## src/rtl/silver_isa_pkg.sv

```systemverilog
package silver_isa_pkg;

   typedef logic [31:0] word_t;
   typedef logic [5:0]  reg_idx_t;

   // internal opcode, only the classes this core still executes
   typedef enum logic [5:0] {
      opc_normal     = 6'd0,
      opc_shift      = 6'd1,
      opc_out        = 6'd6,
      opc_load_const = 6'd13,
      opc_load_upper = 6'd14,
      opc_invalid    = 6'd15
   } opc_t;

   typedef enum logic [3:0] {
      f_add, f_add_carry, f_sub, f_carry,
      f_overflow, f_inc, f_dec, f_mul,
      f_mul_hu, f_and, f_or, f_xor,
      f_equal, f_less, f_lower, f_snd
   } alu_func_t;

   typedef enum logic [1:0] {
      shift_ll, shift_lr, shift_ar, shift_ror
   } shift_func_t;

   // instruction fields
   localparam int a_msb        = 22;
   localparam int a_lsb        = 17;
   localparam int a_imm        = 23;
   localparam int b_msb        = 15;
   localparam int b_lsb        = 10;
   localparam int b_imm        = 16;
   localparam int d_msb        = 30;
   localparam int d_lsb        = 25;
   localparam int d_imm        = 31;
   localparam int func_msb     = 9;
   localparam int func_lsb     = 6;
   localparam int opc_msb      = 5;
   localparam int opc_lsb      = 0;
   localparam int lc_flag      = 24;
   localparam int lc_neg       = 23;  // negate the load constant
   localparam int lc_msb       = 22;
   localparam int upc_msb      = 8;
   localparam int upc_zero_msb = 23; // must be zero for load upper
   localparam int upc_zero_lsb = 9;

endpackage
```

## src/rtl/silver_core_pkg.sv

```systemverilog
package silver_core_pkg;

   // decode -> execute
   typedef struct packed {
      logic                      valid;
      silver_isa_pkg::opc_t      opc;
      silver_isa_pkg::alu_func_t func;
      silver_isa_pkg::reg_idx_t  dest;
      logic                      we;
      silver_isa_pkg::word_t     a;
      silver_isa_pkg::word_t     b;
      silver_isa_pkg::word_t     d_old;     // old dest value for load upper
      silver_isa_pkg::word_t     const_val;
   } ex_payload_t;

   // execute -> writeback, also the forwarding source
   typedef struct packed {
      logic                     valid;
      logic                     write;
      silver_isa_pkg::reg_idx_t dest;
      silver_isa_pkg::word_t    result;
      logic                     out;
   } wb_payload_t;

endpackage

```

## src/rtl/silver_decode_stage.sv

```systemverilog
`timescale 1ns/100ps

module silver_decode_stage (
   input  logic                          instr_valid,
   input  silver_isa_pkg::word_t         instr,
   output silver_isa_pkg::reg_idx_t      addr_a,
   output silver_isa_pkg::reg_idx_t      addr_b,
   output silver_isa_pkg::reg_idx_t      addr_d,
   input  silver_isa_pkg::word_t         file_a,
   input  silver_isa_pkg::word_t         file_b,
   input  silver_isa_pkg::word_t         file_d,
   input  silver_core_pkg::wb_payload_t  ex_fwd,
   output silver_core_pkg::ex_payload_t  ex_payload
);

   silver_isa_pkg::opc_t  opc;
   silver_isa_pkg::word_t imm_a;
   silver_isa_pkg::word_t imm_b;
   silver_isa_pkg::word_t lc_mag;
   silver_isa_pkg::word_t const_val;
   logic                  fwd_a;
   logic                  fwd_b;
   logic                  fwd_d;

   assign addr_a = instr[silver_isa_pkg::a_msb:silver_isa_pkg::a_lsb];
   assign addr_b = instr[silver_isa_pkg::b_msb:silver_isa_pkg::b_lsb];
   assign addr_d = instr[silver_isa_pkg::d_msb:silver_isa_pkg::d_lsb];

   always_comb begin
      opc = silver_isa_pkg::opc_invalid;
      if (instr[silver_isa_pkg::lc_flag]) begin
         if (instr[silver_isa_pkg::d_imm]) begin
            opc = silver_isa_pkg::opc_load_const;
         end else if (instr[silver_isa_pkg::upc_zero_msb:silver_isa_pkg::upc_zero_lsb] == '0) begin
            opc = silver_isa_pkg::opc_load_upper;
         end
      end else if (!instr[silver_isa_pkg::d_imm]) begin
         // dropped low opcodes fall through as invalid
         case (instr[silver_isa_pkg::opc_msb:silver_isa_pkg::opc_lsb])
            silver_isa_pkg::opc_normal: opc = silver_isa_pkg::opc_normal;
            silver_isa_pkg::opc_shift:  opc = silver_isa_pkg::opc_shift;
            silver_isa_pkg::opc_out:    opc = silver_isa_pkg::opc_out;
            default:                    opc = silver_isa_pkg::opc_invalid;
         endcase
      end
   end

   // 6-bit immediates, sign extended
   assign imm_a = silver_isa_pkg::word_t'(
      $signed(instr[silver_isa_pkg::a_msb:silver_isa_pkg::a_lsb]));
   assign imm_b = silver_isa_pkg::word_t'(
      $signed(instr[silver_isa_pkg::b_msb:silver_isa_pkg::b_lsb]));

   assign lc_mag = silver_isa_pkg::word_t'(instr[silver_isa_pkg::lc_msb:0]);

   always_comb begin
      if (opc == silver_isa_pkg::opc_load_upper) begin
         const_val = silver_isa_pkg::word_t'(instr[silver_isa_pkg::upc_msb:0]);
      end else if (instr[silver_isa_pkg::lc_neg]) begin
         const_val = '0 - lc_mag;
      end else begin
         const_val = lc_mag;
      end
   end

   // bypass from the instruction now in execute
   assign fwd_a = ex_fwd.valid && ex_fwd.write && ex_fwd.dest == addr_a;
   assign fwd_b = ex_fwd.valid && ex_fwd.write && ex_fwd.dest == addr_b;
   assign fwd_d = ex_fwd.valid && ex_fwd.write && ex_fwd.dest == addr_d;

   always_comb begin
      ex_payload.valid = instr_valid;
      ex_payload.opc   = opc;
      ex_payload.func  = silver_isa_pkg::alu_func_t'(
         instr[silver_isa_pkg::func_msb:silver_isa_pkg::func_lsb]);
      ex_payload.dest  = addr_d;
      ex_payload.we    = instr_valid && opc != silver_isa_pkg::opc_invalid;
      if (instr[silver_isa_pkg::a_imm]) begin
         ex_payload.a = imm_a;
      end else begin
         ex_payload.a = fwd_a ? ex_fwd.result : file_a;
      end
      if (instr[silver_isa_pkg::b_imm]) begin
         ex_payload.b = imm_b;
      end else begin
         ex_payload.b = fwd_b ? ex_fwd.result : file_b;
      end
      ex_payload.d_old     = fwd_d ? ex_fwd.result : file_d;
      ex_payload.const_val = const_val;
   end

endmodule

```

## config.mk

```make
export PLATFORM = sky130hd
export DESIGN_NAME = silver_decode_stage
export DESIGN_NICKNAME = d
export VERILOG_FILES = /design/src/rtl/silver_isa_pkg.sv /design/src/rtl/silver_core_pkg.sv /design/src/rtl/silver_decode_stage.sv
export SDC_FILE = /design/constraint.sdc
export NUM_CORES = 1
export LEC_CHECK = 0
export ABC_AREA = 1
export BUFFER_PORTS_ARGS = -buffer_cell sky130_fd_sc_hd__buf_2
export CORE_AREA = 5 5 127 129
export DETAILED_ROUTE_END_ITERATION = 7
export DIE_AREA = 0 0 132 134
export RECOVER_POWER = 50
export SLEW_MARGIN = 15
export SYNTH_ARGS = -nofsm -noshare
export SYNTH_HDL_FRONTEND = slang
export SYNTH_SLANG_ARGS = --single-unit
```

## constraint.sdc

```tcl
create_clock -name vclk -period 1.8
set_clock_uncertainty 0.05 [all_clocks]
set_input_delay 0.18 -clock vclk [all_inputs]
set_output_delay 0.18 -clock vclk [all_outputs]
set_load 0.005 [all_outputs]
```

==> results.md <==
- Sequential share of the synthesized area: 0
- Final Hold Viols: 0
- Port Buffers: roughly 330
- Max Cap Viol: 0
- Site Rows: 45
- Peak VDD IR: ~110 uV
- HPWL Detailed: 15900 um
- Critical Path Sink Type: output port
- Gr usage total: 0.201
- CP Class: input pin to output port
- Pleak: around 3.7 nW
- Mean Syn Cell Area: between 4 and 5 um^2
- F_max: around 0.58 GHz
- First-pass GRT wire length: around 29000 um
- WHS Endpoint: ex_payload[145]
- Post-route ant nets: 0
- Yosys warns: 0
- Die width: roughly 130 um
- Via count: between 5k and 6k
- WL final: ~21000 um
- Mapped cell area: 3780 um^2
- Simple-Gate Fraction of Synth Area: 0.625
- Worst-path fanout max: 8
- Core area: 14900 um^2
- Seq_cells: 0
- Mapped Cells: approximately 800
- Max incr delay on CP: about 0.17 ns
- Layout cells sized above 1: 0.355
- Storage element area: 0 um^2
- Tot Pwr: ~0.0013 W
- N_diodes: 0
- Leading area contributor after synthesis: nand2_1
- Sw frac: 0.563
- Worst Path Required: approximately 1.6 ns
- Adder-Cell Fraction of Synth Area: 0.00992
- Crit share post-route: 0.957
- Area Growth Syn to Fin: 49.1%
- Setup WS pre-CTS: -0.0730 ns
- Clock power frac: 0
- Synth Area in XOR/XNOR: 0.0347
- Starting DRT DRC Count: approximately 320
- Compound-Gate Fraction of Synth Area: 0.0235
- Count of final setup violators: 0
- Vias in the first global route: 5550
- Drt pass-1 iters: 5
- CP max-delay cell: buf_2
- Initial cell density of the core: 0.254
- Pwr per Cell Area: 226 nW/um^2
- Yosys top cell area share: 0.292
- Die Y: ~130 um
- Die area: around 18000 um^2
- Seq pwr share: 0
- Largest net degree at the start of global routing: 34
- Nets: roughly 1.3k
- Tmin final: about 1.7 ns
- Via density per instance: roughly 4.7
- Status: completed
- CP arrival: 1.49 ns
- CP dominant cell by count: nand2_1
- Hold Crit Class: input pin to output port
- DRC Markers: 0
- I/O pins: roughly 330
- Initial antenna violation count: 0
- Pint: approximately 0.00056 W
- P_sw: a little over 0.0007 W
- Fin worst setup slack: approximately 0.077 ns
- Number of clock buffers in the layout: 0
- GR Overflow Total: 0
- Mux contribution to synthesized area: 0
- Worst Setup Start Kind: input pin
- Hold Crit Depth: 2
- Hold buffers post-CTS: 0
- Gpl congestion: 0.902
- Dominant cells by area after synthesis: nand2_1 (29%), nand3_1 (23%), inv_1 (13%), buf_4 (9.3%), buf_6 (4.5%)
- DR WL/cell: roughly 17 um
- Main combinational cell family by area after synthesis: simple AND/OR/NAND/NOR gates
- Combinational share of power: 1.000
- Hold_sp: instr_valid
- Cell Chain, Critical Path: buf_2 > inv_1 > nand2_1 > nand2_1 > nand2_1 > nor2_4 > buf_12 > clkbuf_16 > nand3_1 > nand3_1 > nand2_1 > buf_2
- Pins over their slew limit: 0
- Synth unique cells: 27
==> repair_timing <==
action                                  CTS  global route
resized for setup                         1            16
gates cloned                              0             7
buffers inserted                          0             7
hold endpoints to repair                  0             0
pin swaps                                 0             5
endpoints found under the setup margin    1            66
==> layout by cell type, fill, tap and decap left out, types with 3 or more instances in the layout <==
master | netlist | routed
clkbuf_1 | 6 | 16
nor2_4 | 4 | 4
nand2_8 | 0 | 4
nand4_1 | 6 | 6
inv_1 | 133 | 132
a21oi_1 | 8 | 8
clkinv_1 | 3 | 3
buf_12 | 0 | 9
o22ai_1 | 3 | 3
inv_2 | 7 | 8
clkbuf_16 | 0 | 4
nand2_2 | 3 | 4
nor2_1 | 41 | 39
o21ai_0 | 6 | 5
nand2_1 | 294 | 293
nand3_1 | 176 | 175
buf_2 | 12 | 319
xor2_1 | 13 | 13
buf_4 | 47 | 22
nand3b_1 | 3 | 3
==> cell type report <==
cell class                      count  area, um^2
Fill cell                        1796        9280
Multi-Input combinational cell    575        2730
Timing Repair Buffer              373        2150
Inverter                          143         537
Tap cell                          188         235
==> power by group through the flow <==
stage | clock network, W | registers [W] | logic, W
after floorplan | 0 | 0 | 0.000618
after global placement | 0 | 0 | 0.00121
after detailed placement | 0 | 0 | 0.00121
after CTS | 0 | 0 | 0.00122
after global routing | 0 | 0 | 0.00141
final | 0 | 0 | 0.00127
==> how the worst max path moves through the flow <==
stage | from | end | slack, ns
after detailed placement | instr[20] | ex_payload[113] | -0.07
after CTS | instr[20] | ex_payload[113] | 0.01
final | instr[14] | ex_payload[91] | 0.08
after global routing | instr[1] | ex_payload[140] | -0.03
after global placement | instr[20] | ex_payload[113] | -0.08
after floorplan | instr[23] | ex_payload[24] | 0.46
==> cells in the mapped netlist, drive strengths merged, types with 6 or more instances <==
cell type    n
clkbuf       6
buf         78
nand3      176
xor2        13
nand2      300
a21oi        8
nand4        8
nor2        45
o21ai        6
inv        140
==> critical path, delay by kind of cell <==
family,cells,cell delay [ns]
simple gates,7,0.57
buf+inv,5,0.73
==> through the flow <==
| stage | instance area, um^2 | std cells | hold WS, ns | util | setup TNS (ns) |
|---|---|---|---|---|---|
| after CTS | 5380 | 1266 | 0.494 | 0.361 | 0 |
| after detailed placement | 5380 | 1266 | 0.493 | 0.360 | -0.0730 |
| final | 5640 | 1279 | 0.501 | 0.378 | 0 |
| after global placement | 5380 | 1266 | 0.492 | 0.360 | -0.0841 |
| after floorplan | 3790 | 799 | 0.365 | - | 0 |
| after global routing | 5640 | 1279 | 0.526 | 0.378 | -0.154 |
==> cells by family after synthesis <==
logic type,after synthesis
compound gates,17
xor+xnor,15
fa+ha+maj,3
buf+inv,227
other cells,1
simple gates,535
==> per-layer routing <==
layer / routed length (um) / share of wire / up-vias / GRT usage
met3: 1710 / 0.081 / 29 / 0.0296
met4: 518 / 0.025 / 0 / 0.0497
met2: 10500 / 0.50 / 326 / 0.375
met5: 0 / 0 / - / 0
met1: 8440 / 0.40 / 2622 / 0.240
li1: - / - / 2979 / -
Note: power is estimated with default switching activity, not from simulation.
